File: config.mk
export PLATFORM = sky130hd
export DESIGN_NAME = norm_l_unit
export DESIGN_NICKNAME = d
export VERILOG_FILES = /design/src/rtl/norm_l_unit.sv
export SDC_FILE = /design/constraint.sdc
export NUM_CORES = 1
export LEC_CHECK = 0
export BUFFER_PORTS_ARGS = -buffer_cell sky130_fd_sc_hd__buf_2
export CORE_MARGIN = 5
export CORE_UTILIZATION = 50
export DETAILED_ROUTE_END_ITERATION = 8
export PLACE_DENSITY = 0.81
export SYNTH_ARGS = -nofsm -noshare
export SYNTH_HDL_FRONTEND = slang
export SYNTH_SLANG_ARGS = --single-unit
File: constraint.sdc
create_clock -name i_clock -period 7.8 [get_ports i_clock]
set_input_delay 0.78 -clock i_clock [delete_from_list [all_inputs] [get_ports i_clock]]
set_output_delay 0.78 -clock i_clock [all_outputs]
set_load 0.01 [all_outputs]
File: src/rtl/norm_l_unit.sv
`timescale 1ns/100ps

module norm_l_unit (
	input  logic i_clock,
	input  logic i_rst,
	input  logic i_start,
	input  logic [31:0] i_value,
	output logic [4:0] o_shift,
	output logic o_done
);

	logic busy;
	logic [31:0] work;

	always_ff @(posedge i_clock)
	begin
		if (i_rst)
		begin
			busy <= 1'b0;
			o_done <= 1'b0;
			o_shift <= '0;
		end
		else
		begin
			o_done <= 1'b0;
			if (i_start)
			begin
				work <= i_value;
				o_shift <= '0;
				// Zero needs no shifting
				if (i_value == '0)
					o_done <= 1'b1;
				else
					busy <= 1'b1;
			end
			else if (busy)
			begin
				if (work[30] != work[31] || o_shift == 5'd31)
				begin
					busy <= 1'b0;
					o_done <= 1'b1;
				end
				else
				begin
					work <= work << 1;
					o_shift <= o_shift + 1'b1;
				end
			end
		end
	end

	assert property (@(posedge i_clock) disable iff (i_rst) o_done |=> !o_done);

endmodule

==> impl_results.md <==
* Final setup vio count at 0
* Number of CTS-inserted buffers at 5
* Final hold vios at 0
* TNS Setup at 0 ns
* Core ar. at between 3000 and 4000 um^2
* P per Cell Area at 198 nW/um^2
* Highest clock rate at between 0.3 and 0.4 GHz
* Crit-path max cell delay at ~0.64 ns
* Max-Cap Viols at 0
* Post-CTS setup buffer count at 0
* WHS at 0.504 ns
* CP most frequent cell: ha_1
* Clk root buf: clkbuf_4
* Syn_area_per_cell at approximately 15 um^2
* Die Wd at around 70 um
* Worst-path cell chain: ha_1 -> and3_1 -> ha_1 -> o31ai_1 -> and2_1 -> buf_4
* Diodes inserted at 0
* Crit Path Class: register to register
* Seq/Total Area, Yosys at 62.1%
* Grt ovf at 0
* RSZ-0062 raised after global routing: false
* Synthesized flop and latch total at 39
* Drt first pass iters at 4
* IO Port Bufs at 40
* Critical Path RT at approximately 7.8 ns
* Commonest non-fill, non-tap cell in the layout: buf_2
* Detailed placement HPWL at roughly 2600 um
* GR Util All Layers at 14.3%
* Avg Vias per Cell at roughly 5.6
* Final Max Slew Viols at 0
* Die area at approximately 4800 um^2
* CTS H-Tree Depth at 2
* Post-route setup slack at 5.13 ns
* Largest net degree at the start of global routing at 37
* Initial Util at approximately 52%
* Arr. time, crit path at approximately 2.7 ns
* Routed WL per cell at 15.9 um
* CTS-repair resized insts at 0
* Critical path startpoint category: register
* Synthesis-to-finish area growth at 17.9%
* Global-route wire length before repair at 5530 um
* Critical-path top delay cell: and2_1
* Commonest cells after routing, fill and taps aside: buf_2 (40), edfxtp_1 (32), mux2_2 (31)
* Synthesized cell area at roughly 1800 um^2
* Dpl cell area at 2010 um^2
* Async SR Flop Fraction at 0%
* Post-route cell area at roughly 2100 um^2
* CTS clk-pin slew, worst paths at about 0.11 ns
* Minimum clock period at roughly 2.7 ns
* Final period utilization at around a third
* Top post-synthesis cells by area: edfxtp_1 (54%), mux2_2 (20%), dfxtp_1 (7.9%)
* Area leader, netlist: edfxtp_1
* Initial DRC Count at approximately 90
* GP Congestion at 0.761
* Vias in the first global route at approximately 1,300
* End-of-flow core utilization at 61.6%
* Slew HR at between 50% and 60%
* Synth Net Count at 157
* Max IR drop VDD at 0.000120 V
* Initial antenna violation count at 0
* Post-synth EDFFs at 32
* Synth top area share at a little over half
* # rows at 21
* Clk_lat worst skew at 0.33 ns
* Static leakage at a little under 0.8 nW
* Residual DRC count at 0
* Post-route ant nets at 0
* Pre-CTS worst setup slack at around 4.8 ns
* Clk sinks at 39
* Vias after detailed routing at about 1,200
* I/O pin count at 41
* Status: completed
* Setup Skew at 0.00978 ns
* Die Y at about 70 um
* Worst setup EP type: register
* Critical Path Fanout Max at 17
* Worst min path class: register to register
* Final-stage net count at 200
* # hold bufs at CTS at 0
* Cells after synthesis at 120
* Synth Warn # at 0
* Layout cells sized above 1 at between 40% and 50%
* Final WL at roughly 3300 um
* Slew @ Worst Pin at 0.722 ns
* Top_reg_cell synth: edfxtp_1
* Max Root-Sink Buffers at 2
* Cell variety after synth at 25
* CTS tree: done
==> synth_stat cells, types with 2 or more instances <==
cell type and instances:
a21oi_1 3, and2_1 2, buf_2 4, dfxtp_1 7, edfxtp_1 32, ha_1 2
inv_1 3, mux2_2 31, mux2i_1 2, nand2_1 3, nand4_1 5, nor4_1 9
o31ai_1 4, or3_1 2
==> worst max-delay path, delay by kind of cell (launching register included) <==
kind                       cells  cell delay (ns)
and+or+nand+nor                2             0.83
adders and majority gates      2             0.50
DFF                            1             0.36
buffers and inverters          1             0.36
AOI/OAI and AO/OA              1             0.31
==> flip-flops by register name, indices dropped and copies added, names as in the netlist <==
signal   flops
work        32
o_shift      5
busy         1
o_done       1
==> metal layers <==
| layer | GRT usage, % | vias to the layer above | routed length [um] |
|---|---|---|---|
| li1 | - | 562 | - |
| met3 | 3.62 | 5 | 158 |
| met5 | 0 | - | 0 |
| met2 | 24.5 | 27 | 1680 |
| met1 | 17.1 | 577 | 1460 |
| met4 | 5.86 | 0 | 37 |
==> final cells by class <==
cell class,instances,area (um^2)
multi-input cells,72,632
flip-flops and latches,39,1100
fillers,268,1300
well taps,46,57.6
repair buffers,41,208
clock buffers,5,37.5
inverters,4,15.0
clock inverters,3,38.8
==> power breakdown <==
group | switching [mW] | internal (mW) | leakage, nW
Sequential | 0.00397 | 0.239 | 0.359
Clock | 0.0625 | 0.0659 | 0.0426
Combinational | 0.0202 | 0.0211 | 0.390
==> final timing paths <==
check             start         end  slack [ns]  cells past startpoint
max          o_shift[0]    work[12]        5.13                      6
max reg2reg  o_shift[0]    work[12]        5.13                      6
min reg2reg  o_shift[4]  o_shift[4]        0.50                      2
min          o_shift[4]  o_shift[4]        0.50                      2
==> metrics by stage <==
stage / instances / power, mW
after floorplan: 120 / 0.272
after global placement: 202 / 0.287
after detailed placement: 202 / 0.290
after CTS: 210 / 0.416
after global routing: 210 / 0.430
final: 210 / 0.413
==> cell families (layout without fill, tap and decap cells) <==
kind of cell / after synthesis / after routing / synth area share, %
adders and majority gates: 2 / 2 / 1.41
buffers and inverters: 9 / 53 / 2.19
xor gates and xnor gates: 2 / 2 / 0.989
AOI/OAI and AO/OA: 10 / 10 / 4.17
DFF: 39 / 39 / 62.1
and+or+nand+nor: 25 / 25 / 8.26
muxes: 33 / 33 / 20.8
Power figures use the tool's default switching activity.
