$ cat src/rtl/g729_pkg.sv
package g729_pkg;

	////////////////////////////////////////
	// Memory geometry
	////////////////////////////////////////

	localparam int ADDR_W = 12;
	localparam int DATA_W = 32;

	// History words past_qua_en[0..3] sit back to back
	localparam logic [ADDR_W-1:0] PAST_QUA_EN_BASE = 12'h040;
	localparam int N_PAST = 4;

	localparam int TABLOG_SIZE = 33;

	////////////////////////////////////////
	// Algorithm constants
	////////////////////////////////////////

	localparam logic [15:0] GAIN_SCALE = 16'd24660;
	localparam logic [15:0] EXP_BIAS = 16'd13;

	////////////////////////////////////////
	// Operator commands and results
	////////////////////////////////////////

	typedef enum logic [3:0] {
		OP_NOP,
		OP_ADD,
		OP_SUB,
		OP_MULT,
		OP_L_MAC,
		OP_L_MSU,
		OP_L_SHL,
		OP_L_SHR,
		OP_LOAD,
		OP_STORE
	} op_code_t;

	// a16/b16 are the 16-bit operands, c32 the accumulator operand
	typedef struct packed {
		op_code_t op;
		logic [15:0] a16;
		logic [15:0] b16;
		logic [31:0] c32;
		logic wr_en;
		logic [ADDR_W-1:0] wr_addr;
	} op_cmd_t;

	// r16 is extract_h(r32) for the 32-bit operators
	typedef struct packed {
		logic [15:0] r16;
		logic [31:0] r32;
		logic ovf;
	} op_res_t;

endpackage

$ cat src/rtl/op_writeback.sv
`timescale 1ns/100ps

module op_writeback
	import g729_pkg::*;
(
	input  logic i_clock,
	input  logic i_rst,
	input  op_cmd_t i_cmd,
	input  op_res_t i_res,
	output logic o_wr_en,
	output logic [ADDR_W-1:0] o_wr_addr,
	output logic [DATA_W-1:0] o_wr_data,
	output logic o_overflow
);

	// Control side
	always_ff @(posedge i_clock)
	begin
		if (i_rst)
		begin
			o_wr_en <= 1'b0;
			o_overflow <= 1'b0;
		end
		else
		begin
			o_wr_en <= (i_cmd.op == OP_STORE) && i_cmd.wr_en;
			// Sticky until the next reset
			o_overflow <= o_overflow | i_res.ovf;
		end
	end

	// History words are kept sign extended
	always_ff @(posedge i_clock)
	begin
		o_wr_addr <= i_cmd.wr_addr;
		o_wr_data <= {{(DATA_W-16){i_res.r16[15]}}, i_res.r16};
	end

endmodule

$ cat config.mk
export PLATFORM = sky130hd
export DESIGN_NAME = op_writeback
export DESIGN_NICKNAME = d
export VERILOG_FILES = /design/src/rtl/g729_pkg.sv /design/src/rtl/op_writeback.sv
export SDC_FILE = /design/constraint.sdc
export NUM_CORES = 1
export LEC_CHECK = 0
export BUFFER_PORTS_ARGS = -buffer_cell sky130_fd_sc_hd__clkbuf_2
export CAP_MARGIN = 20
export CORE_AREA = 2 2 69 71
export DETAILED_ROUTE_END_ITERATION = 10
export DIE_AREA = 0 0 71 73
export GPL_ROUTABILITY_DRIVEN = 1
export GPL_TIMING_DRIVEN = 0
export SLEW_MARGIN = 10
export SYNTH_ARGS = -nofsm -noshare
export SYNTH_HDL_FRONTEND = slang
export SYNTH_SLANG_ARGS = --single-unit
$ cat constraint.sdc
create_clock -name i_clock -period 1 [get_ports i_clock]
set_clock_uncertainty 0.15 [all_clocks]
set_input_delay 0.1 -clock i_clock [delete_from_list [all_inputs] [get_ports i_clock]]
set_output_delay 0.1 -clock i_clock [all_outputs]
set_load 0.03 [all_outputs]
==> results of run 1 <==
==> placed cells by master, fill, tap and decap left out <==
master and n:
dfxtp_4 1, clkbuf_8 6, dlygate4sd3_1 33, dlymetal6s4s_1 1
nand4bb_1 1, clkbuf_1 1, clkinv_2 1, buf_8 45
buf_12 2, buf_4 10, nor2_1 2, dfxtp_2 29
nor3b_2 1, clkbuf_2 35, buf_6 7
==> flip-flops by register name (all words and copies together) (netlist names) <==
name,flops
o_overflow,1
o_wr_addr,12
o_wr_data,16
o_wr_en,1
==> per-stage QoR <==
stage	setup slack (ns)	utilization [%]	hold WS (ns)
global placement	-0.01673	27.09	0.05259
finish	-0.2862	48.91	-0.04728
floorplan	0.1035	-	-0.02231
CTS	-0.3071	46.98	-0.05133
global route	-0.3182	48.91	-0.06017
detailed placement	-0.02855	27.09	0.05392
==> routing by layer <==
| metal | up-vias | share of wire, % | track usage [%] |
|---|---|---|---|
| met3 | 7 | 13 | 6.492 |
| met2 | 64 | 53 | 20.35 |
| met4 | 0 | 1.5 | 5.031 |
| met5 | - | 0 | 0 |
| li1 | 384 | - | - |
| met1 | 361 | 32 | 9.261 |
==> where the power goes <==
part / internal (uW) / switching [uW]
Combinational: 445 / 313
Clock: 554 / 427
Sequential: 1270 / 43.8
Total: 2270 / 784
==> cell type report <==
type / count / area, um^2 / area share (%)
Sequential cell: 30 / 640.6 / 28.88
Buffer: 16 / 146.4 / 6.599
Timing Repair Buffer: 117 / 1241 / 55.95
Tap cell: 54 / 67.56 / 3.046
Multi-Input combinational cell: 4 / 31.28 / 1.410
Clock buffer: 7 / 86.33 / 3.892
Clock inverter: 1 / 5.005 / 0.2256
==> critical path, cell delays in order, from the launching register on <==
cell and delay, ns:
dfxtp_4 0.36, buf_12 0.14, buf_4 0.13, buf_8 0.13
==> kinds of logic after synthesis <==
logic type             share of synthesized area, %
DFF                                           79.87
buffers and inverters                         15.97
and+or+nand+nor                               4.160
==> worst max-delay path by stage <==
stage                    endpoint  slack, ns  depth (start not counted)
finish              o_wr_data[27]      -0.29                          3
global route        o_wr_data[24]      -0.32                          3
CTS                 o_wr_data[20]      -0.31                          3
detailed placement  o_wr_data[28]      -0.03                          2
global placement    o_wr_data[27]      -0.02                          2
floorplan           o_wr_data[16]       0.10                          1
==> timing repair <==
item,in CTS,in global routing
setup endpoints to repair,46,47
resized for setup,122,55
hold endpoints to repair,30,2
buffers inserted,2,0
pin swaps,0,2
hold buffers,34,1
==> impl_metrics.py, run 1 <==
metrics = {
    "outcome": {
        "status": "complete, but fails checks",
        "violations": "negative hold slack, negative setup slack",
    },
    "timing": {
        "whs_ns": -0.04728,
        "clock.fmax_mhz": 777.5,
        "timing.final.ws_setup_ns": -0.2862,
        "period_share_pct": 128.6,
        "worst_pin_slew_ns": 0.1192,
        "tns_ns": -4.648,
        "rsz0062_at_grt": "yes",
        "finalSetupViolCount": 18,
        "layout_min_cycle_time_ns": 1.286,
        "drv_slew": 0,
        "hold_viol_final": 1,
        "maxSlewHeadroom_pct": 92.02,
    },
    "cells_and_area": {
        "diodes": 0,
        "final_nets": 306,
        "fin_cells": 229,
        "synthToLayoutAreaGrowth_pct": 195.0,
        "drive_gt1_share_pct": 78.29,
        "design_area_um2": 2218,
        "fillers": 383,
    },
    "drt": {
        "antenna_left": 0,
        "routedWlPerCell_um": 12.18,
        "drc": 0,
        "wl_mm": 2.789,
        "first_pass_iters": 2,
        "via_per_inst": 3.563,
        "num_vias": 816,
        "drt_iter0_drc": 5,
    },
    "flow_run": {
        "cap_violations": 0,
    },
    "synthesis": {
        "synth_most_common_cell": "dfxtp_1",
        "synth_top_area_cell": "dfxtp_1",
        "synth_common_cells": "dfxtp_1, buf_4, nor2_1, nand4bb_1, nor3b_2",
        "postSynthAreaPerCell_um2": 15.04,
        "synth-async-reset-ratio_pct": 0,
        "ys_ff_latch": 30,
        "syn-num-nets": 182,
        "synth_top_flop_cell": "dfxtp_1",
        "postSynthCellCount": 50,
        "syn_area_um2": 752.0,
        "synth_edf_count": 0,
        "synth_warnings": 0,
        "ys_seq_area_share_pct": 79.87,
        "synth_cell_types": 5,
        "synth_top_area_share_pct": 79.87,
        "synth_area_leaders": "dfxtp_1, buf_4, nor3b_2",
    },
    "power_and_ir_drop": {
        "finalPower_uw": 3055,
        "power.density_nw_per_um2": 1377,
        "leakagePower_uw": 0.001049,
        "ir_drop_mv": 0.8130,
    },
    "clocking": {
        "insertion_delay_ns": 0.27,
        "numCtsBuffers": 5,
        "clockBufferDepth": 2,
        "h-tree-depth": 2,
        "root_buffer": "clkbuf_8",
        "cts.sinks": 30,
        "clkTransAtPathRegs_ns": 0.06,
        "cts_tree": "done",
    },
    "place": {
        "hpwl_mm": 1.538,
        "dpl-instance-area_um2": 1229,
        "place.gp.congestion": 0.6522,
        "dp_cells": 185,
        "io_buffers": 81,
    },
    "grt": {
        "grt_antenna_before_repair": 0,
        "grt_pass1_wl_mm": 4.071,
        "first_global_vias": 886,
        "grt_util_all_layers_pct": 10.93,
        "grt_max_degree": 10,
        "grt-ovfl-total": 0,
    },
    "worst_setup_path": {
        "start_kind": "register",
        "cp.required_ns": 0.75,
        "worstSetupStartpoint": "o_wr_data[15]$_DFF_P_",
        "rr_startpoint": "o_overflow$_SDFF_PP0_",
        "crit_path_end_kind": "output pin",
        "r2r_cells": 2,
        "cp.arrival_ns": 1.04,
        "rr_endpoint": "o_overflow$_SDFF_PP0_",
        "crit_fanout": 9,
        "critPathKind": "register to output pin",
        "regToRegSetupSlack_ns": 0.29,
    },
    "hold_path": {
        "min-delay-start": "i_cmd[79]",
        "hp-class": "input pin to register",
        "hold_path_end": "o_wr_en$_SDFF_PP0_",
        "hold_path_depth": 3,
    },
    "floorplan": {
        "start_util_pct": 16.58,
        "dieArea_um2": 5183,
        "row_count": 25,
        "io_pins": 178,
        "die_h_um": 73,
        "die_w_um": 71,
        "coreArea_um2": 4536,
    },
}
No activity file was read; power rests on OpenSTA's default activity.
==> run 2: changes to the inputs <==
- PLACE_DENSITY_LB_ADDON: not set -> 0.05
==> run 2 against run 1 <==
  * The run still ends with negative hold slack, negative setup slack left
  * Register-to-register slack is essentially flat
  * Sequential power is essentially flat
  * Total power is 0.20% higher
  * Fmax is 1.5% higher
  * Count of clock-buffer cells in the layout did not move
  * Clock power about the same
  * Sequential cell count is the same
  * Critical path depth unchanged
  * Combinational power increased by 1%
  * First-iteration DRC count grew to 4.0 times the previous value
  * Largest power group unchanged
  * Highest routed layer unchanged
==> impl_metrics.py, run 2 (synthesized netlist as in run 1, its figures left out) <==
metrics = {
    "drt": {
        "via_per_inst": 3.452,
        "first_pass_iters": 2,
        "wl_mm": 2.570,
        "drt_iter0_drc": 20,
        "drc": 0,
        "routedWlPerCell_um": 11.17,
        "antenna_left": 0,
        "num_vias": 794,
    },
    "power_and_ir_drop": {
        "power.switching_uw": 782.1,
        "clkPwrFrac_pct": 32.0,
        "ir_drop_mv": 0.9491,
        "leakagePower_uw": 0.001052,
        "netSwitchingFraction_pct": 25.55,
        "seqPwrFrac_pct": 42.9,
        "p_int_uw": 2279,
        "combPwrFrac_pct": 25.1,
        "power.density_nw_per_um2": 1362,
    },
    "clocking": {
        "clockBufferDepth": 2,
        "cts_tree": "done",
        "insertion_delay_ns": 0.27,
        "root_buffer": "clkbuf_8",
        "numCtsBuffers": 5,
        "cts.sinks": 30,
        "h-tree-depth": 2,
        "clkTransAtPathRegs_ns": 0.06,
    },
    "timing": {
        "clock.fmax_mhz": 788.8,
        "finalSetupViolCount": 18,
        "rsz0062_at_grt": "yes",
        "drv_slew": 0,
        "hold_viol_final": 1,
        "layout_min_cycle_time_ns": 1.268,
        "timing.final.ws_setup_ns": -0.2677,
        "worst_pin_slew_ns": 0.1136,
        "whs_ns": -0.04213,
        "period_share_pct": 126.8,
        "tns_ns": -4.334,
        "maxSlewHeadroom_pct": 92.39,
    },
    "flow_run": {
        "cap_violations": 0,
    },
    "cells_and_area": {
        "final_nets": 307,
        "largestRegisters": "o_wr_data x16, o_wr_addr x12",
        "largest_reg_flops": 16,
        "largest-register": "o_wr_data",
        "synthToLayoutAreaGrowth_pct": 198.8,
        "mostFrequentLayoutCells": "buf_8, clkbuf_2, dlygate4sd3_1",
        "final_common_cell": "buf_8",
        "diodes": 0,
        "fillers": 383,
        "drive_gt1_share_pct": 78.41,
    },
    "worst_setup_path": {
        "start_kind": "register",
        "cpPeakStageDelay_ns": 0.36,
        "crit_fanout": 8,
        "critPathBufInv": 3,
        "crit_path_end_kind": "output pin",
        "cp.required_ns": 0.75,
        "critPathKind": "register to output pin",
        "cp.arrival_ns": 1.02,
        "slowest_stage": "dfxtp_4",
        "crit_family": "buffers and inverters",
        "path_common_cell": "buf_8",
        "crit_chain": "buf_8, buf_6, buf_8",
    },
    "place": {
        "io_buffers": 81,
        "place.gp.congestion": 0.6229,
    },
    "grt": {
        "grt_util_all_layers_pct": 10.02,
        "grt_max_degree": 10,
        "grt-ovfl-total": 0,
        "first_global_vias": 884,
        "grt_pass1_wl_mm": 3.753,
        "grt_antenna_before_repair": 0,
    },
    "outcome": {
        "violations": "negative hold slack, negative setup slack",
        "status": "complete, but fails checks",
    },
    "floorplan": {
        "row_count": 25,
        "start_util_pct": 16.58,
        "io_pins": 178,
        "coreArea_um2": 4536,
        "die_h_um": 73,
        "die_w_um": 71,
        "dieArea_um2": 5183,
    },
    "hold_path": {
        "hp-class": "input pin to register",
    },
}
[run 2: changes by cell type in the layout (fill, tap and decap cells not counted), sizes merged]
| cell | previous run | this run |
|---|---|---|
| clkbuf | 42 | 43 |
| dlygate4sd3 | 33 | 34 |
| dlymetal6s4s | 1 | 0 |
[run 2: worst register-to-register path, stage by stage, from the launching register on]
cell and delay (ns):
dfxtp_2 0.33, nor2_1 0.09, nor2_1 0.04
[run 2: power groups by stage]
stage	registers, uW	clock network (uW)	logic, uW
3_5_place_dp	1310	0	409
6_report	1310	978	768
5_1_grt	1320	1090	804
3_3_place_gp	1310	0	411
4_1_cts	1290	1020	707
2_1_floorplan	1440	0	123
[run 2: layout make-up]
| class | instances | area [um^2] | area share [%] |
|---|---|---|---|
| Buffer | 16 | 180.2 | 8.018 |
| Clock buffer | 7 | 86.33 | 3.842 |
| Clock inverter | 1 | 5.005 | 0.2227 |
| Multi-Input combinational cell | 4 | 31.28 | 1.392 |
| Sequential cell | 30 | 640.6 | 28.51 |
| Tap cell | 54 | 67.56 | 3.007 |
| Timing Repair Buffer | 118 | 1236 | 55.01 |
[run 2: layer usage]
layer  GRT usage, %  share of wire, %  vias up
met5              0                 0        -
met3          6.906                15        5
met4          5.660               1.6        0
li1               -                 -      386
met2          17.03                53       62
met1          8.814                31      341
[run 2: final timing paths]
check / startpoint / endpoint / slack (ns) / cells past startpoint
hold / removal: i_cmd[79] / o_wr_en$_SDFF_PP0_ / -0.04 / 3
setup / recovery: o_wr_data[15]$_DFF_P_ / o_wr_data[16] / -0.27 / 3
hold reg to reg: o_overflow$_SDFF_PP0_ / o_overflow$_SDFF_PP0_ / 0.33 / 2
setup reg to reg: o_overflow$_SDFF_PP0_ / o_overflow$_SDFF_PP0_ / 0.29 / 2
[run 2: metrics by stage]
step                total power, uW  std cells  utilization (%)  area, um^2  worst slack (ns)
floorplan                      1561         50                -       755.7            0.1035
global placement               1718        185            27.09        1229           0.02537
detailed placement             1717        185            27.09        1229           0.01459
CTS                            3025        230            48.03        2178           -0.2807
global route                   3210        230            49.54        2247           -0.3022
finish                         3061        230            49.54        2247           -0.2677
[run 2: repair_timing]
action / in CTS / in global routing
gates resized for setup: 133 / 53
buffers inserted: 3 / 0
hold buffers: 34 / 1
setup endpoints to repair: 46 / 47
hold endpoints to repair: 30 / 2
pin swaps: 0 / 2
