### src/rtl/g729_pkg.sv
package g729_pkg;

	////////////////////////////////////////
	// Memory geometry
	////////////////////////////////////////

	localparam int ADDR_W = 12;
	localparam int DATA_W = 32;

	// History words past_qua_en[0..3] sit back to back
	localparam logic [ADDR_W-1:0] PAST_QUA_EN_BASE = 12'h040;
	localparam int N_PAST = 4;

	localparam int TABLOG_SIZE = 33;

	////////////////////////////////////////
	// Algorithm constants
	////////////////////////////////////////

	localparam logic [15:0] GAIN_SCALE = 16'd24660;
	localparam logic [15:0] EXP_BIAS = 16'd13;

	////////////////////////////////////////
	// Operator commands and results
	////////////////////////////////////////

	typedef enum logic [3:0] {
		OP_NOP,
		OP_ADD,
		OP_SUB,
		OP_MULT,
		OP_L_MAC,
		OP_L_MSU,
		OP_L_SHL,
		OP_L_SHR,
		OP_LOAD,
		OP_STORE
	} op_code_t;

	// a16/b16 are the 16-bit operands, c32 the accumulator operand
	typedef struct packed {
		op_code_t op;
		logic [15:0] a16;
		logic [15:0] b16;
		logic [31:0] c32;
		logic wr_en;
		logic [ADDR_W-1:0] wr_addr;
	} op_cmd_t;

	// r16 is extract_h(r32) for the 32-bit operators
	typedef struct packed {
		logic [15:0] r16;
		logic [31:0] r32;
		logic ovf;
	} op_res_t;

endpackage

### src/rtl/gain_update_seq.sv
`timescale 1ns/100ps

module gain_update_seq
	import g729_pkg::*;
(
	input  logic i_clock,
	input  logic i_rst,
	input  logic i_start,
	input  logic [31:0] i_l_gbk12,
	input  logic [DATA_W-1:0] i_rd_data,
	input  logic [15:0] i_rom_data,
	input  op_res_t i_res,
	input  logic i_norm_done,
	input  logic [4:0] i_norm_shift,
	output op_cmd_t o_cmd,
	output logic [ADDR_W-1:0] o_rd_addr,
	output logic [ADDR_W-1:0] o_rom_addr,
	output logic o_norm_start,
	output logic [31:0] o_norm_value,
	output logic o_busy,
	output logic o_done
);

	typedef enum logic [4:0] {
		S_IDLE, S_RD2, S_ST3, S_ST2, S_ST1,
		S_LG_CHK, S_LG_NW, S_LG_SHL, S_LG_SHR9, S_LG_IDX, S_LG_FRA,
		S_LG_T0, S_LG_T1, S_LG_MSU,
		S_CP_HI, S_CP_MAC, S_CP_SHL, S_CP_MULT, S_CP_ST,
		S_FLUSH, S_DONE
	} state_t;

	state_t state, state_nx;

	// Working registers of Log2
	logic [31:0] energy;
	logic [31:0] acc;
	logic [4:0] exp_n;
	logic [5:0] idx;
	logic [15:0] a_frac;
	logic [15:0] t0;
	logic [15:0] exponent;
	logic [15:0] frac;
	op_res_t res_q;

	always_ff @(posedge i_clock)
	begin
		if (i_rst)
			state <= S_IDLE;
		else
			state <= state_nx;
	end

	always_comb
	begin
		state_nx = state;
		case (state)
			S_IDLE:   if (i_start) state_nx = S_RD2;
			S_RD2:    state_nx = S_ST3;
			S_ST3:    state_nx = S_ST2;
			S_ST2:    state_nx = S_ST1;
			S_ST1:    state_nx = S_LG_CHK;
			// Non-positive energy skips straight to L_Comp
			S_LG_CHK: state_nx = ($signed(energy) <= 0) ? S_CP_HI : S_LG_NW;
			S_LG_NW:  if (i_norm_done) state_nx = S_LG_SHL;
			S_LG_SHL: state_nx = S_LG_SHR9;
			S_LG_SHR9: state_nx = S_LG_IDX;
			S_LG_IDX: state_nx = S_LG_FRA;
			S_LG_FRA: state_nx = S_LG_T0;
			S_LG_T0:  state_nx = S_LG_T1;
			S_LG_T1:  state_nx = S_LG_MSU;
			S_LG_MSU: state_nx = S_CP_HI;
			S_CP_HI:  state_nx = S_CP_MAC;
			S_CP_MAC: state_nx = S_CP_SHL;
			S_CP_SHL: state_nx = S_CP_MULT;
			S_CP_MULT: state_nx = S_CP_ST;
			S_CP_ST:  state_nx = S_FLUSH;
			S_FLUSH:  state_nx = S_DONE;
			default:  state_nx = S_IDLE;
		endcase
	end

	////////////////////////////////////////
	// Command issue, one operator per step
	////////////////////////////////////////

	always_comb
	begin
		o_cmd = '0;
		o_cmd.op = OP_NOP;
		o_rd_addr = PAST_QUA_EN_BASE;
		o_rom_addr = ADDR_W'(idx);
		case (state)
			S_RD2:
				o_rd_addr = PAST_QUA_EN_BASE + ADDR_W'(N_PAST - 2);
			S_ST3:
			begin
				o_rd_addr = PAST_QUA_EN_BASE + ADDR_W'(N_PAST - 3);
				o_cmd.op = OP_STORE;
				o_cmd.a16 = i_rd_data[15:0];
				o_cmd.wr_en = 1'b1;
				o_cmd.wr_addr = PAST_QUA_EN_BASE + ADDR_W'(N_PAST - 1);
			end
			S_ST2:
			begin
				o_rd_addr = PAST_QUA_EN_BASE;
				o_cmd.op = OP_STORE;
				o_cmd.a16 = i_rd_data[15:0];
				o_cmd.wr_en = 1'b1;
				o_cmd.wr_addr = PAST_QUA_EN_BASE + ADDR_W'(N_PAST - 2);
			end
			S_ST1:
			begin
				o_cmd.op = OP_STORE;
				o_cmd.a16 = i_rd_data[15:0];
				o_cmd.wr_en = 1'b1;
				o_cmd.wr_addr = PAST_QUA_EN_BASE + ADDR_W'(N_PAST - 3);
			end
			S_LG_SHL:
			begin
				o_cmd.op = OP_L_SHL;
				o_cmd.c32 = energy;
				o_cmd.b16 = {11'd0, exp_n};
			end
			S_LG_SHR9:
			begin
				o_cmd.op = OP_L_SHR;
				o_cmd.c32 = acc;
				o_cmd.b16 = 16'd9;
			end
			// Table index i = extract_h(L_x >> 9) - 32
			S_LG_IDX:
			begin
				o_cmd.op = OP_SUB;
				o_cmd.a16 = res_q.r16;
				o_cmd.b16 = 16'd32;
			end
			S_LG_FRA:
			begin
				o_cmd.op = OP_L_SHR;
				o_cmd.c32 = acc;
				o_cmd.b16 = 16'd10;
			end
			S_LG_T0:
			begin
				o_rom_addr = ADDR_W'(idx) + 1'b1;
				o_cmd.op = OP_SUB;
				o_cmd.a16 = 16'd30;
				o_cmd.b16 = {11'd0, exp_n};
			end
			S_LG_T1:
			begin
				o_cmd.op = OP_SUB;
				o_cmd.a16 = t0;
				o_cmd.b16 = i_rom_data;
			end
			// Linear interpolation between the two table entries
			S_LG_MSU:
			begin
				o_cmd.op = OP_L_MSU;
				o_cmd.c32 = {t0, 16'd0};
				o_cmd.a16 = res_q.r16;
				o_cmd.b16 = a_frac;
			end
			S_CP_HI:
			begin
				o_cmd.op = OP_SUB;
				o_cmd.a16 = exponent;
				o_cmd.b16 = EXP_BIAS;
			end
			// L_Comp(hi, lo) = L_mac(hi << 16, lo, 1)
			S_CP_MAC:
			begin
				o_cmd.op = OP_L_MAC;
				o_cmd.c32 = {res_q.r16, 16'd0};
				o_cmd.a16 = frac;
				o_cmd.b16 = 16'd1;
			end
			S_CP_SHL:
			begin
				o_cmd.op = OP_L_SHL;
				o_cmd.c32 = res_q.r32;
				o_cmd.b16 = EXP_BIAS;
			end
			S_CP_MULT:
			begin
				o_cmd.op = OP_MULT;
				o_cmd.a16 = res_q.r16;
				o_cmd.b16 = GAIN_SCALE;
			end
			S_CP_ST:
			begin
				o_cmd.op = OP_STORE;
				o_cmd.a16 = res_q.r16;
				o_cmd.wr_en = 1'b1;
				o_cmd.wr_addr = PAST_QUA_EN_BASE;
			end
			default: ;
		endcase
	end

	// Operands and Log2 intermediate results
	always_ff @(posedge i_clock)
	begin
		res_q <= i_res;
		if (state == S_IDLE && i_start)
			energy <= i_l_gbk12;
		if (state == S_LG_CHK)
		begin
			exponent <= '0;
			frac <= '0;
		end
		if (state == S_LG_NW && i_norm_done)
			exp_n <= i_norm_shift;
		if (state == S_LG_SHL)
			acc <= i_res.r32;
		if (state == S_LG_IDX)
			idx <= i_res.r16[5:0];
		if (state == S_LG_FRA)
			a_frac <= {1'b0, i_res.r32[14:0]};
		if (state == S_LG_T0)
		begin
			t0 <= i_rom_data;
			exponent <= i_res.r16;
		end
		if (state == S_LG_MSU)
			frac <= i_res.r16;
	end

	assign o_norm_start = (state == S_LG_CHK) && ($signed(energy) > 0);
	assign o_norm_value = energy;
	assign o_busy = (state != S_IDLE);
	assign o_done = (state == S_DONE);

	// Log2 input must be normalized ahead of the table lookup
	assert property (@(posedge i_clock) disable iff (i_rst)
		(state == S_LG_SHR9) |-> (acc[31:30] == 2'b01));

endmodule

### config.mk
export PLATFORM = sky130hd
export DESIGN_NAME = gain_update_seq
export DESIGN_NICKNAME = d
export VERILOG_FILES = /design/src/rtl/g729_pkg.sv /design/src/rtl/gain_update_seq.sv
export SDC_FILE = /design/constraint.sdc
export NUM_CORES = 1
export LEC_CHECK = 0
export BUFFER_PORTS_ARGS = -buffer_cell sky130_fd_sc_hd__buf_4
export CORE_UTILIZATION = 25
export CTS_BUF_LIST = sky130_fd_sc_hd__clkbuf_16
export DETAILED_ROUTE_END_ITERATION = 7
export MAX_ROUTING_LAYER = met4
export PLACE_DENSITY = 0.48
export SYNTH_ARGS = -nofsm -noshare
export SYNTH_HDL_FRONTEND = slang
export SYNTH_SLANG_ARGS = --single-unit
### constraint.sdc
create_clock -name i_clock -period 3.4 [get_ports i_clock]
set_input_delay 1.02 -clock i_clock [delete_from_list [all_inputs] [get_ports i_clock]]
set_output_delay 1.02 -clock i_clock [all_outputs]
set_load 0.01 [all_outputs]
==> impl_metrics.tcl <==
set metrics [dict create \
    crit_arrival_ns 2.25 \
    dr_wl_met2_mm 12.7 \
    min_path_type "flop to flop" \
    r2r_cells 5 \
    p_per_area_nw_per_um2 490 \
    status "finished, final reports clean" \
    synth.most_common_cell "edfxtp_1" \
    ios 278 \
    fp.dieW_um 177 \
    hold_violations 0 \
    highest_layer "met4" \
    utilization_pct 35.7 \
    rsz0062_at_grt "no" \
    worstMarginPinSlew_ns 0.737 \
    cts_root_buf "clkbuf_16" \
    dp_hpwl_mm 18.7 \
    clock-sinks 191 \
    r2r_start "state[0]$_SDFFE_PP0P_" \
    syn-instance-count 586 \
    rows 63 \
    wl_met1_mm 11.4 \
    syn_to_final_growth_pct 39.2 \
    worstHoldEndpoint "state[2]$_SDFFE_PP0P_" \
    drv_slew 0 \
    holdBufCountCts 0 \
    synthTopCellsByCount "138 x edfxtp_1, 78 x nand2_1, 61 x a22oi_1" \
    worstReg2RegEnd "a_frac[7]$_DFFE_PP_" \
    stdcell_count 1235 \
    ir_drop_uv 307 \
    min_period_ns 3.27 \
    h-tree-depth 4 \
    synth-edff-count 138 \
    ys_top_cells_by_area "edfxtp_1 54%, dfxtp_1 14%, a22oi_1 6.0%" \
    drtAntennaViolNets 0 \
    core_um2 29900 \
    clkLatencyLatePin_ns 0.44 \
    total_power_mw 5.22 \
    crit_fanout 13 \
    p_leak_nw 4.28 \
    maxCapViolations 0 \
    wl_per_cell_um 21.4 \
    start_util_pct 25.6 \
    dp.cells 1195 \
    avgSynthCellArea_um2 13.1 \
    period_share_pct 96.1 \
    yosysUniqueCellTypes 53 \
    routed-wl-met3_mm 2.07 \
    drc 0 \
    rrSetupSlack_ns 1.08 \
    fmaxAchievable_mhz 306 \
    syn-cell-area_um2 7660 \
    dieArea_um2 31300 \
    routed_via_density 4.68 \
    cp.required_ns 2.38 \
    grt_antenna_before_repair 0 \
    synthArstFlopShare_pct 0 \
    yosys.area.top_type "edfxtp_1" \
    cts.reportedPaths.clkPinSlew_ns 0.08 \
    seq_area_frac_synth_pct 68.0 \
    layout-drive-gt1-share_pct 38.5 \
    firstDrtPassIters 5 \
    crit_type "flop to primary output" \
    numCtsBuffers 17 \
    hold_depth 3 \
    wl_mm 26.4 \
    grt_pass1_wl_mm 36.8 \
    grt_max_degree 42 \
    relSlewSlack_pct 50.9 \
    clockBufferDepth 2 \
    drt_iter0_drc 459 \
    hold_path.startpoint "state[0]$_SDFFE_PP0P_" \
    via_count 5776 \
    fp.dieH_um 177 \
    synth.top_cell.area_share_pct 54.1 \
    port_buffers 236 \
    start_kind "flop" \
    gp_congestion 0.776 \
    cts_tree "done" \
    synth_seq_cells 191 \
    fin_setup_tns_ns 0 \
    finalSetupViolCount 0 \
    num_antenna_cells 0 \
    overflow 0 \
    finClkSkew_ns 0.0175 \
    critPathCaptureType "primary output" \
    grt_pass1_vias 5670 \
    yosys_warnings 0 \
    ys.flop_type "edfxtp_1" \
    layout.nets 971 \
    grt_use_total_pct 17.0 \
    fillers 2924 \
]
worst max-delay path: stages (launching register included):
cell and delay (ns):
dfxtp_2 0.49, or2b_4 0.25, a21oi_1 0.10, o21ba_2 0.23, or4_1 0.56, buf_4 0.17
through the flow:
stage          setup WS, ns  cell area [um2]  hold WS (ns)
4_1_cts             0.00431            10600         0.663
5_1_grt              0.0185            10700         0.658
6_report              0.133            10700         0.689
2_1_floorplan         0.701             7740         0.604
3_5_place_dp          0.146             9920         0.697
3_3_place_gp          0.163             9920         0.702
worst max path at each step:
stage	startpoint	to	slack (ns)	cells past startpoint
floorplan	state[0]$_SDFFE_PP0P_	o_cmd[17]	0.70	8
global placement	state[2]$_SDFFE_PP0P_	o_cmd[75]	0.16	5
detailed placement	state[2]$_SDFFE_PP0P_	o_cmd[75]	0.15	5
CTS	state[4]$_SDFFE_PP0P_	o_cmd[36]	0.004	8
global route	state[0]$_SDFFE_PP0P_	o_cmd[65]	0.02	7
finish	state[2]$_SDFFE_PP0P_	o_cmd[77]	0.13	5
cells in the final DEF (no fill, tap or decap), types with 2 or more instances in the layout:
cell type / netlist / layout
a21oi_1: 7 / 7
a221o_1: 3 / 3
a221oi_1: 4 / 3
a222oi_1: 17 / 17
a22o_1: 6 / 6
a22oi_1: 61 / 61
and2_1: 36 / 36
and3_1: 4 / 3
buf_12: 0 / 10
buf_4: 32 / 253
buf_6: 2 / 3
clkbuf_16: 0 / 19
clkinv_4: 0 / 3
conb_1: 2 / 24
dfxtp_1: 53 / 49
dfxtp_2: 0 / 4
edfxtp_1: 138 / 138
inv_1: 5 / 5
inv_6: 0 / 6
inv_8: 0 / 2
mux2_2: 2 / 2
nand2_1: 78 / 78
nand2b_1: 3 / 3
nand3_1: 15 / 15
nand4_1: 8 / 8
nor2_1: 16 / 12
nor2_2: 1 / 2
nor2_4: 0 / 3
nor2b_1: 6 / 5
nor3_1: 5 / 5
nor4_1: 9 / 8
o21ai_0: 6 / 5
o21ba_2: 2 / 2
o22ai_1: 2 / 2
o31ai_1: 2 / 2
or3_1: 3 / 2
xnor2_1: 5 / 5
xor2_1: 2 / 2
layer usage:
layer  vias to the layer above  global-route usage (%)
li1                       2670                       -
met2                       272                    26.6
met1                      2809                    21.1
met3                        25                    5.26
met4                         0                    4.67
met5                         -                       -
state kept, by name, indices dropped and copies added (netlist names):
register / flops
acc: 32
res_q: 48
exponent: 16
t0: 16
a_frac: 15
idx: 6
o_norm_value: 32
frac: 16
state: 5
exp_n: 5
area by class of cell:
type                       count  area, um2  share of cell area [%]
sequential                   191       5210                    48.9
timing repair buffer         269       2200                    20.6
multi-input combinational    348       2180                    20.5
tap                          390        488                    4.58
clock buffer                  17        425                    3.99
clock inverter                15        129                    1.21
inverter                       5       23.8                   0.223
repair_timing:
item,4_1_cts,5_1_grt
resized for setup,8,9
pin swaps,2,2
setup endpoints to repair,38,37
cloned,0,2
setup buffers,5,1
cells by family after synthesis:
logic type      synth area share (%)
compound gates                  12.4
other cells                   0.0981
flops                           68.0
mux                            0.294
fa+ha+maj                      0.163
simple gates                    12.8
xor+xnor                       0.801
buf+inv                         5.49
power by group:
part / switching (mW) / internal, mW / leakage, nW
clock network: 0.960 / 0.962 / 0.274
logic: 0.308 / 0.301 / 2.35
registers: 0.0906 / 2.60 / 1.65
Note: power is estimated with default switching activity, not from simulation.
