<file path="config.mk">
export PLATFORM = sky130hd
export DESIGN_NAME = log2_table_rom
export DESIGN_NICKNAME = d
export VERILOG_FILES = /design/src/rtl/g729_pkg.sv /design/src/rtl/log2_table_rom.sv
export SDC_FILE = /design/constraint.sdc
export NUM_CORES = 1
export LEC_CHECK = 0
export ABC_CLOCK_PERIOD_IN_PS = 1600
export BUFFER_PORTS_ARGS = -buffer_cell sky130_fd_sc_hd__buf_4
export CELL_PAD_IN_SITES_DETAIL_PLACEMENT = 1
export CELL_PAD_IN_SITES_GLOBAL_PLACEMENT = 1
export CORE_MARGIN = 3
export CORE_UTILIZATION = 41
export CTS_BUF_LIST = sky130_fd_sc_hd__clkbuf_4
export DETAILED_ROUTE_END_ITERATION = 7
export GPL_TIMING_DRIVEN = 1
export MAX_ROUTING_LAYER = met4
export PLACE_DENSITY_LB_ADDON = 0.1
export SYNTH_ARGS = -nofsm -noshare
export SYNTH_HDL_FRONTEND = slang
export SYNTH_SLANG_ARGS = --single-unit
</file>
<file path="constraint.sdc">
create_clock -name i_clock -period 1.6 [get_ports i_clock]
set_input_delay 0.24 -clock i_clock [delete_from_list [all_inputs] [get_ports i_clock]]
set_output_delay 0.24 -clock i_clock [all_outputs]
set_load 0.005 [all_outputs]
</file>
<file path="src/rtl/g729_pkg.sv">
package g729_pkg;

	////////////////////////////////////////
	// Memory geometry
	////////////////////////////////////////

	localparam int ADDR_W = 12;
	localparam int DATA_W = 32;

	// History words past_qua_en[0..3] sit back to back
	localparam logic [ADDR_W-1:0] PAST_QUA_EN_BASE = 12'h040;
	localparam int N_PAST = 4;

	localparam int TABLOG_SIZE = 33;

	////////////////////////////////////////
	// Algorithm constants
	////////////////////////////////////////

	localparam logic [15:0] GAIN_SCALE = 16'd24660;
	localparam logic [15:0] EXP_BIAS = 16'd13;

	////////////////////////////////////////
	// Operator commands and results
	////////////////////////////////////////

	typedef enum logic [3:0] {
		OP_NOP,
		OP_ADD,
		OP_SUB,
		OP_MULT,
		OP_L_MAC,
		OP_L_MSU,
		OP_L_SHL,
		OP_L_SHR,
		OP_LOAD,
		OP_STORE
	} op_code_t;

	// a16/b16 are the 16-bit operands, c32 the accumulator operand
	typedef struct packed {
		op_code_t op;
		logic [15:0] a16;
		logic [15:0] b16;
		logic [31:0] c32;
		logic wr_en;
		logic [ADDR_W-1:0] wr_addr;
	} op_cmd_t;

	// r16 is extract_h(r32) for the 32-bit operators
	typedef struct packed {
		logic [15:0] r16;
		logic [31:0] r32;
		logic ovf;
	} op_res_t;

endpackage

</file>
<file path="src/rtl/log2_table_rom.sv">
`timescale 1ns/100ps

module log2_table_rom
	import g729_pkg::*;
(
	input  logic i_clock,
	input  logic [ADDR_W-1:0] i_addr,
	output logic [15:0] o_data
);

	logic [15:0] tab;

	// tablog[i] = log2(1 + i/32) in Q15
	always_comb
	begin
		case (i_addr[5:0])
			6'd0:  tab = 16'd0;
			6'd1:  tab = 16'd1455;
			6'd2:  tab = 16'd2866;
			6'd3:  tab = 16'd4236;
			6'd4:  tab = 16'd5568;
			6'd5:  tab = 16'd6863;
			6'd6:  tab = 16'd8124;
			6'd7:  tab = 16'd9352;
			6'd8:  tab = 16'd10549;
			6'd9:  tab = 16'd11716;
			6'd10: tab = 16'd12855;
			6'd11: tab = 16'd13967;
			6'd12: tab = 16'd15054;
			6'd13: tab = 16'd16117;
			6'd14: tab = 16'd17156;
			6'd15: tab = 16'd18172;
			6'd16: tab = 16'd19167;
			6'd17: tab = 16'd20142;
			6'd18: tab = 16'd21097;
			6'd19: tab = 16'd22033;
			6'd20: tab = 16'd22951;
			6'd21: tab = 16'd23852;
			6'd22: tab = 16'd24735;
			6'd23: tab = 16'd25603;
			6'd24: tab = 16'd26455;
			6'd25: tab = 16'd27291;
			6'd26: tab = 16'd28113;
			6'd27: tab = 16'd28922;
			6'd28: tab = 16'd29716;
			6'd29: tab = 16'd30497;
			6'd30: tab = 16'd31266;
			6'd31: tab = 16'd32023;
			6'd32: tab = 16'd32767;
			default: tab = 16'd0;
		endcase
	end

	always_ff @(posedge i_clock)
		o_data <= (i_addr < ADDR_W'(TABLOG_SIZE)) ? tab : 16'd0;

endmodule

</file>
==> results of run 1 <==
critical path, cell delays in order:
cell	delay, ns
buf_4	0.11
inv_1	0.14
ha_1	0.35
mux4_2	0.51
a221oi_2	0.22
synth_stat cells, types with 5 or more instances:
cell type  count
dfxtp_1       15
nor2_1        11
a31oi_1        7
ha_1          15
nand2b_1       7
a221oi_1       5
buf_2          6
a21oi_1       14
nand2_1       11
o21ai_0        8
o21ai_1        6
per-layer routing:
metal	part of all wire, %	GRT usage (%)	vias to the layer above
li1	-	-	646
met3	5.8	4.19	10
met4	1.8	12.7	0
met5	0	-	-
met1	43	29.3	645
met2	49	37.9	47
where the power goes:
part / internal (mW) / total, mW / leakage [nW] / switching (mW)
registers: 0.375 / 0.376 / 0.121 / 0.000493
logic: 0.124 / 0.295 / 0.582 / 0.172
clock network: 0.0931 / 0.227 / 0.0177 / 0.134
layout make-up:
| type | instances | area [µm²] | area share (%) |
|---|---|---|---|
| Clock buffer | 3 | 22.5 | 1.41 |
| Clock inverter | 1 | 5.00 | 0.313 |
| Inverter | 6 | 22.5 | 1.41 |
| Multi-Input combinational cell | 120 | 861 | 53.8 |
| Sequential cell | 15 | 300 | 18.8 |
| Tap cell | 31 | 38.8 | 2.42 |
| Timing Repair Buffer | 45 | 350 | 21.9 |
worst max path at each step:
stage | endpoint | start | cells after the start | slack, ns
2_1_floorplan | o_data[2] | i_addr[0] | 4 | 0.13
3_3_place_gp | o_data[2] | i_addr[0] | 5 | -0.007
3_5_place_dp | o_data[1] | i_addr[0] | 7 | -0.08
4_1_cts | o_data[2] | i_addr[0] | 5 | 0.23
5_1_grt | o_data[1] | i_addr[0] | 7 | 0.12
6_report | o_data[2] | i_addr[0] | 5 | 0.22
logic make-up after synthesis:
kind of cell | Yosys count
other cells | 1
mux | 2
buf+inv | 17
flops | 15
compound gates | 59
simple gates | 43
fa+ha+maj | 15
per-stage QoR:
step | hold slack (ns) | area [µm²] | utilization, % | total power, mW
finish | 0.238 | 1600 | 56.6 | 0.898
global route | 0.272 | 1600 | 56.6 | 0.950
CTS | 0.227 | 1600 | 56.6 | 0.898
detailed placement | 0.538 | 1570 | 55.6 | 0.675
global placement | 0.530 | 1570 | 55.6 | 0.664
floorplan | 0.367 | 1250 | - | 0.563
==> metrics, run 1 <==
status finished, final reports clean; Worst-path clk slew 0.10 ns; row cnt 19; compound-gate portion of the synthesized area between 30% and 40%; most frequent cells in the layout buf_4, ha_1, dfxtp_1; mux contribution to synthesized area 2.59%; CTS Buf Count 3; Worst Path Arrival 1.58 ns; setup TNS 0 ns; post-synthesis sequential area ratio a little under a quarter; commonest non-fill, non-tap cell in the layout buf_4; CTS Buffer Depth 2; Hold Buf Count CTS 0; pre-CTS WS -0.0778 ns; max reg flops 15; Post-Syn Instances roughly 150; vias in the first global route 1335; DRC viols 0; Fillers roughly 370; ys async rst share 0%; PnR worst setup slack 0.224 ns; Synth Flop Type dfxtp_1; CP Class input port to flop; final setup fails 0; die width 61.3 µm; Inst Count DP 217; PostCTS Resize Cnt 0; Hold Crit Depth 3; XOR/XNOR Fraction of Synth Area 0%; gr usage total 24.1%; io pins 29; CTS tree built; layout cell share with drive strength beyond 1 between 30% and 40%; initial antenna violation count 0; adder-cell share of the synthesized area 15.0%; largest family of logic cells by synthesized area compound AO/OA/AOI/OAI gates; Initial Utilization between 40 and 50%; gr ovfl total 0; min cycle time layout 1.38 ns; pwr/cell area 561 nW/µm²; Pre-Repair DR Iteration Count 4; syn_area_per_cell 8.26 µm²; DR vias/cell between 6 and 7; part of the cycle the worst path needs 86.0%; Slew Limit Fails 0; Root Buffer clkbuf_4; Mapped Area 1250 µm²; Port Buffers 27; Post-CTS Setup Bufs 0; yosys warns 0; Syn Nets 180; nets between 200 and 250; RSZ-0062 raised after global routing no; CTS H-tree lvls 1; Final Non-Filler Cells 221; largest net degree at the start of global routing 26; Worst Path Required 1.81 ns; CP startpoint kind input port; WL final between 4 and 5 mm; Die H ~61 µm; worst-path fanout max 8; vias post-DR 1348; Worst Hold End o_data[11]; Leakage Power 0.721 nW; antenna cells 0; Post-synth EDFFs 0; top-area cell type share of the netlist area 23.9%; wire length per cell 18.3 µm; area share of and/or/nand/nor cells after synthesis ~17%; Area growth syn-to-layout 27.5%; DP HPWL 3.09 mm; Core Box Area around 2800 µm²; Largest Register o_data; Hold Startpoint i_addr[5]; synthesis-stage register bit count 15; Clock Sinks 15; hold crit path type input port to flop; area leader, netlist dfxtp_1; GP Congestion between 0.8 and 0.9; 1st-iter DRT viols 31; Largest regs o_data (15); first-pass GRT wire length about 6.5 mm; largest cells by area after synthesis dfxtp_1, ha_1, a21oi_1, a221oi_1, a31oi_1; die area 3760 µm²; FMAX 0.727 GHz; Netlist cell types 44; post-route ant nets 0; Max Cap Violations 0; crit path capture type flop; Final Hold Vio Count 0; VDD IR-drop max 0.000283 V
(Power assumes the default switching activity.)
==> inputs of run 2 (changes only) <==
--- a/config.mk
+++ b/config.mk
@@ -7,13 +7,13 @@
 export LEC_CHECK = 0
 export ABC_CLOCK_PERIOD_IN_PS = 1600
 export BUFFER_PORTS_ARGS = -buffer_cell sky130_fd_sc_hd__buf_4
-export CELL_PAD_IN_SITES_DETAIL_PLACEMENT = 1
+export CELL_PAD_IN_SITES_DETAIL_PLACEMENT = 0
 export CELL_PAD_IN_SITES_GLOBAL_PLACEMENT = 1
+export CORE_ASPECT_RATIO = 1.75
 export CORE_MARGIN = 3
 export CORE_UTILIZATION = 41
 export CTS_BUF_LIST = sky130_fd_sc_hd__clkbuf_4
 export DETAILED_ROUTE_END_ITERATION = 7
-export GPL_TIMING_DRIVEN = 1
 export MAX_ROUTING_LAYER = met4
 export PLACE_DENSITY_LB_ADDON = 0.1
 export SYNTH_ARGS = -nofsm -noshare
==> metrics, run 2 (synthesized netlist as in run 1, its figures left out) <==
Area growth syn-to-layout 30.0%; Clock Sinks 15 (unchanged); hold crit path type input port to flop; first-pass GRT wire length 5.51 mm (-15%); io pins 29 (unchanged); max reg flops 15 (unchanged); gr ovfl total 0 (unchanged); FMAX 0.713 GHz (-1.9%); DR WL met3 229 µm (-2.6%); Worst Path Required 1.79 ns (-0.02 ns); CP Class input port to flop; Int Pwr 624 µW (+5.3%); area of the multi-input gates 861 µm² (unchanged); WL final 3.48 mm (-14%); largest net degree at the start of global routing 48 (+85%); CTS tree built; gr usage total 20.4% (-3.7 points); nets 220 (+0.46%); GP Congestion 0.894 (+5.1%); Fillers 285 (-22%); Die H 79.2 µm (+29%); Worst Path Arrival 1.59 ns (about the same); uppermost layer routed met4; wire length per cell 15.9 µm (-13%); DRC viols 0 (unchanged); Port Buffers 27 (unchanged); CTS H-tree lvls 1 (unchanged); Final Non-Filler Cells 219 (-0.90%); Core Box Area 2930 µm² (+3.5%); Hold Buf Count CTS 0 (unchanged); total power 909 µW (+1.2%); CP cell instances buf_4 > inv_1 > buf_4 > ha_1 > mux2i_1 > o21ai_1 > a211oi_1 > a211oi_1; final setup fails 0 (unchanged); initial antenna violation count 0 (unchanged); CTS Buffer Depth 2 (unchanged); most frequent cells in the layout buf_4, ha_1, dfxtp_1; die width 47.8 µm (-22%); Critical Path Max Stage Delay 0.30 ns (-0.21 ns); VDD IR-drop max 0.000247 V (-13%); Post-CTS Setup Bufs 0 (unchanged); 1st-iter DRT viols 36 (+16%); Worst-path clk slew 0.09 ns (about the same); switching part of the total 31.4% (-2.7 points); RSZ-0062 raised after global routing no; Initial Utilization 42.9% (-1.5 points); pwr/cell area 557 nW/µm² (-0.71%); CP startpoint kind input port; combinational power share 33.0% (about the same); layout cell share with drive strength beyond 1 30.9% (+0.36 points); Max Cap Violations 0 (unchanged); antenna cells 0 (unchanged); vias in the first global route 1154 (-14%); CP Buf/Inv Count 3 (+1); min cycle time layout 1.40 ns (+0.0267 ns); commonest non-fill, non-tap cell in the layout buf_4; Pre-Repair DR Iteration Count 4 (unchanged); Largest regs o_data (15); row cnt 26 (+7); Final Hold Vio Count 0 (unchanged); WL met1 1.37 mm (-22%); met2 routed WL 1.78 mm (-10%); Largest Register o_data; sequential share of power 41.3% (-0.5 points); sequential cell area 300 µm² (unchanged); status finished, final reports clean; Root Buffer clkbuf_4; P_sw 286 µW (-6.7%); die area 3790 µm² (+0.69%); PostCTS Resize Cnt 0 (unchanged); Crit path max-delay family compound AO/OA/AOI/OAI gates; final design utilization 55.7% (-0.84 points); Inst Count DP 215 (-0.92%); Worst path slowest cell ha_1; crit path capture type flop; Slew Limit Fails 0 (unchanged); setup TNS 0 ns (unchanged); Leakage Power 0.736 nW (+2.1%); part of the cycle the worst path needs 87.7% (+1.7 points); clock power share 25.7% (+0.4 points); vias post-DR 1300 (-3.6%); worst-path fanout max 6 (-2); CTS Buf Count 3 (unchanged); final hold slack 0.233 ns (-0.00506 ns); post-route ant nets 0 (unchanged); DR vias/cell 5.94 (-2.7%); DP HPWL 2.63 mm (-15%)
run 2: routing by layer:
| layer | vias up | GRT usage (%) |
|---|---|---|
| met4 | 0 | 8.09 |
| met1 | 586 | 25.3 |
| met2 | 57 | 32.0 |
| met3 | 10 | 2.95 |
| met5 | - | - |
| li1 | 647 | - |
run 2: tightest hold or removal path, stage by stage:
cell and delay, ns:
buf_4 0.12, nor3_1 0.06, nor2_1 0.07
run 2: area by class of cell:
class / count / share of cell area [%]
well taps: 28 / 2.15
repair buffers: 46 / 23.5
inverters: 6 / 1.38
multi-input cells: 120 / 52.8
clock buffers: 4 / 1.84
flip-flops and latches: 15 / 18.4
run 2: worst paths after layout:
check             startpoint    endpoint  slack, ns  cells past startpoint
hold / removal     i_addr[5]  o_data[11]       0.23                      3
setup / recovery   i_addr[0]   o_data[8]       0.20                      8
run 2: power groups by stage:
stage | Sequential, mW | Clock, mW | Combinational, mW
2_1_floorplan | 0.384 | 0 | 0.178
3_5_place_dp | 0.384 | 0 | 0.296
4_1_cts | 0.375 | 0.229 | 0.298
5_1_grt | 0.376 | 0.255 | 0.328
6_report | 0.375 | 0.234 | 0.300
3_3_place_gp | 0.384 | 0 | 0.295
run 2: through the flow:
step | cell area, µm² | setup slack, ns
after global routing | 1630 | 0.159
final | 1630 | 0.197
after detailed placement | 1600 | -0.0570
after floorplan | 1250 | 0.135
after global placement | 1600 | -0.0686
after CTS | 1630 | 0.224
==> inputs of run 3 (changes only) <==
--- a/config.mk
+++ b/config.mk
@@ -5,17 +5,17 @@
 export SDC_FILE = /design/constraint.sdc
 export NUM_CORES = 1
 export LEC_CHECK = 0
-export ABC_CLOCK_PERIOD_IN_PS = 1600
+export ABC_CLOCK_PERIOD_IN_PS = 1400
 export BUFFER_PORTS_ARGS = -buffer_cell sky130_fd_sc_hd__buf_4
 export CELL_PAD_IN_SITES_DETAIL_PLACEMENT = 0
 export CELL_PAD_IN_SITES_GLOBAL_PLACEMENT = 1
 export CORE_ASPECT_RATIO = 1.75
-export CORE_MARGIN = 3
+export CORE_MARGIN = 10
 export CORE_UTILIZATION = 41
 export CTS_BUF_LIST = sky130_fd_sc_hd__clkbuf_4
 export DETAILED_ROUTE_END_ITERATION = 7
 export MAX_ROUTING_LAYER = met4
-export PLACE_DENSITY_LB_ADDON = 0.1
+export PLACE_DENSITY = 0.93
 export SYNTH_ARGS = -nofsm -noshare
 export SYNTH_HDL_FRONTEND = slang
 export SYNTH_SLANG_ARGS = --single-unit
==> constraint.sdc (replaced) <==
create_clock -name i_clock -period 1.4 [get_ports i_clock]
set_input_delay 0.21 -clock i_clock [delete_from_list [all_inputs] [get_ports i_clock]]
set_output_delay 0.21 -clock i_clock [all_outputs]
set_load 0.005 [all_outputs]
==> metrics, run 3 (synthesized netlist as in run 1, its figures left out) <==
largest net degree at the start of global routing 48 (unchanged); min cycle time layout 1.33 ns; FMAX around 0.75 GHz; die width 61.8 µm (+29%); GP Congestion 0.935 (+4.6%); P_sw 311 µW (+8.9%); first-pass GRT wire length 6.08 mm (+10%); final setup fails 0 (unchanged); WL final 3.74 mm (+7.5%); WL met1 1.37 mm (-0.29%); die area 5760 µm² (+52%); part of the cycle the worst path needs 94.9%; DR WL met3 154 µm (-33%); CP Class input port to flop; nets 223 (+1.4%); clock power share 23.6% (-2.1 points); Leakage Power 0.739 nW (+0.41%); PnR worst setup slack 0.0713 ns (-0.126 ns); worst-margin pin slew 0.547 ns; worst-path fanout max 5 (-1); Slew Limit Fails 0 (unchanged); row cnt 26 (unchanged); met2 routed WL 2.00 mm (+12%); Fillers 281 (-1.4%); 1st-iter DRT viols 71 (+97%); initial antenna violation count 0 (unchanged); Initial Utilization 42.9% (unchanged); design area 1670 µm² (+2.1%); Root Buffer clkbuf_4; CP startpoint kind input port; Pre-Repair DR Iteration Count 4 (unchanged); DP HPWL 2.98 mm (+13%); Port Buffers 27 (unchanged); Core Box Area 2930 µm² (unchanged); Worst Path Required 1.57 ns (-0.22 ns); pre-CTS WS -0.250 ns (-0.193 ns); gr usage total 13.7% (-6.7 points); Worst Path Arrival 1.50 ns (-0.09 ns); Slew Limit Headroom between 60 and 70%; pwr/cell area 619 nW/µm² (+11%); vias post-DR 1349 (+3.8%); crit path capture type flop; commonest non-fill, non-tap cell in the layout buf_4; area of the multi-input gates 881 µm² (+2.3%); CTS tree built; layout cell share with drive strength beyond 1 33.0% (+2.1 points); CTS Buf Count 3 (unchanged); CTS Buffer Depth 2 (unchanged); gr ovfl total 0 (unchanged); VDD IR-drop max 0.000232 V (-6.0%); hold crit path type input port to flop; vias in the first global route 1345 (+17%); uppermost layer routed met4; Int Pwr 719 µW (+15%); Die H 93.2 µm (+18%); DR vias/cell 6.08 (+2.4%); sequential share of power 41.6% (+0.3 points); Largest Register o_data; Placed Area 1630 µm² (+1.6%); max reg flops 15 (unchanged); sequential cell area 300 µm² (unchanged); CTS H-tree lvls 1 (unchanged); Worst-path clk slew 0.07 ns (-0.02 ns); post-route ant nets 0 (unchanged); combinational power share 34.8% (+1.8 points); Clock Sinks 15 (unchanged); status finished, final reports clean; Final Hold Vio Count 0 (unchanged); Area growth syn-to-layout 32.7%; wire length per cell 16.8 µm (+6.0%); switching part of the total 30.2% (-1.2 points); antenna cells 0 (unchanged); Largest regs o_data (15); io pins 29 (unchanged); DRC viols 0 (unchanged); most frequent cells in the layout buf_4, dfxtp_1, a21oi_1, ha_1; Max Cap Violations 0 (unchanged); Hold Buf Count CTS 0 (unchanged)
run 3: changes by cell type in the layout (fill, tap and decap cells not counted), sizes merged:
| cell | delta |
|---|---|
| inv | -1 |
| buf | +3 |
| clkinvlp | +1 |
run 3: cell type report:
class / instances / area share [%]
Timing Repair Buffer: 49 / 23.6
Inverter: 6 / 1.58
Sequential cell: 15 / 18.0
Clock buffer: 4 / 1.80
Tap cell: 28 / 2.10
Multi-Input combinational cell: 120 / 52.9
run 3: power by group through the flow:
| stage | Sequential, mW | Clock (mW) | Combinational [mW] |
|---|---|---|---|
| after floorplan | 0.439 | 0 | 0.209 |
| after global placement | 0.439 | 0 | 0.341 |
| after detailed placement | 0.439 | 0 | 0.347 |
| after CTS | 0.429 | 0.250 | 0.349 |
| after global routing | 0.429 | 0.280 | 0.389 |
| final | 0.429 | 0.243 | 0.358 |
run 3: per-layer routing:
metal | GRT usage [%] | vias to the layer above
li1 | - | 652
met1 | 13.3 | 618
met5 | - | -
met2 | 23.2 | 63
met3 | 1.63 | 16
met4 | 10.5 | 0
run 3: timing repair:
item / in CTS / in global routing
setup buffers: 0 / 0
gates resized for setup: 0 / 1
setup endpoints to repair: 0 / 5
run 3: critical path, stage by stage:
cell and delay (ns):
buf_4 0.10, clkinvlp_4 0.15, ha_1 0.29, buf_4 0.15, o21ai_0 0.21, a21oi_1 0.10
a311oi_1 0.30
run 3: final timing paths:
kind / from / end / depth (start not counted)
worst max-delay path: i_addr[0] / o_data[1] / 7
worst min-delay path: i_addr[5] / o_data[11] / 3
run 3: metrics by stage:
stage               setup TNS (ns)  power, mW  hold WS [ns]  util (%)  std cells
finish                           0       1.03         0.228      56.9        222
global route              -0.00104       1.10         0.259      56.9        222
CTS                              0       1.03         0.214      56.6        222
detailed placement           -2.27      0.786         0.496      55.6        218
global placement             -1.42      0.780         0.497      55.6        218
floorplan                        0      0.649         0.337         -        152
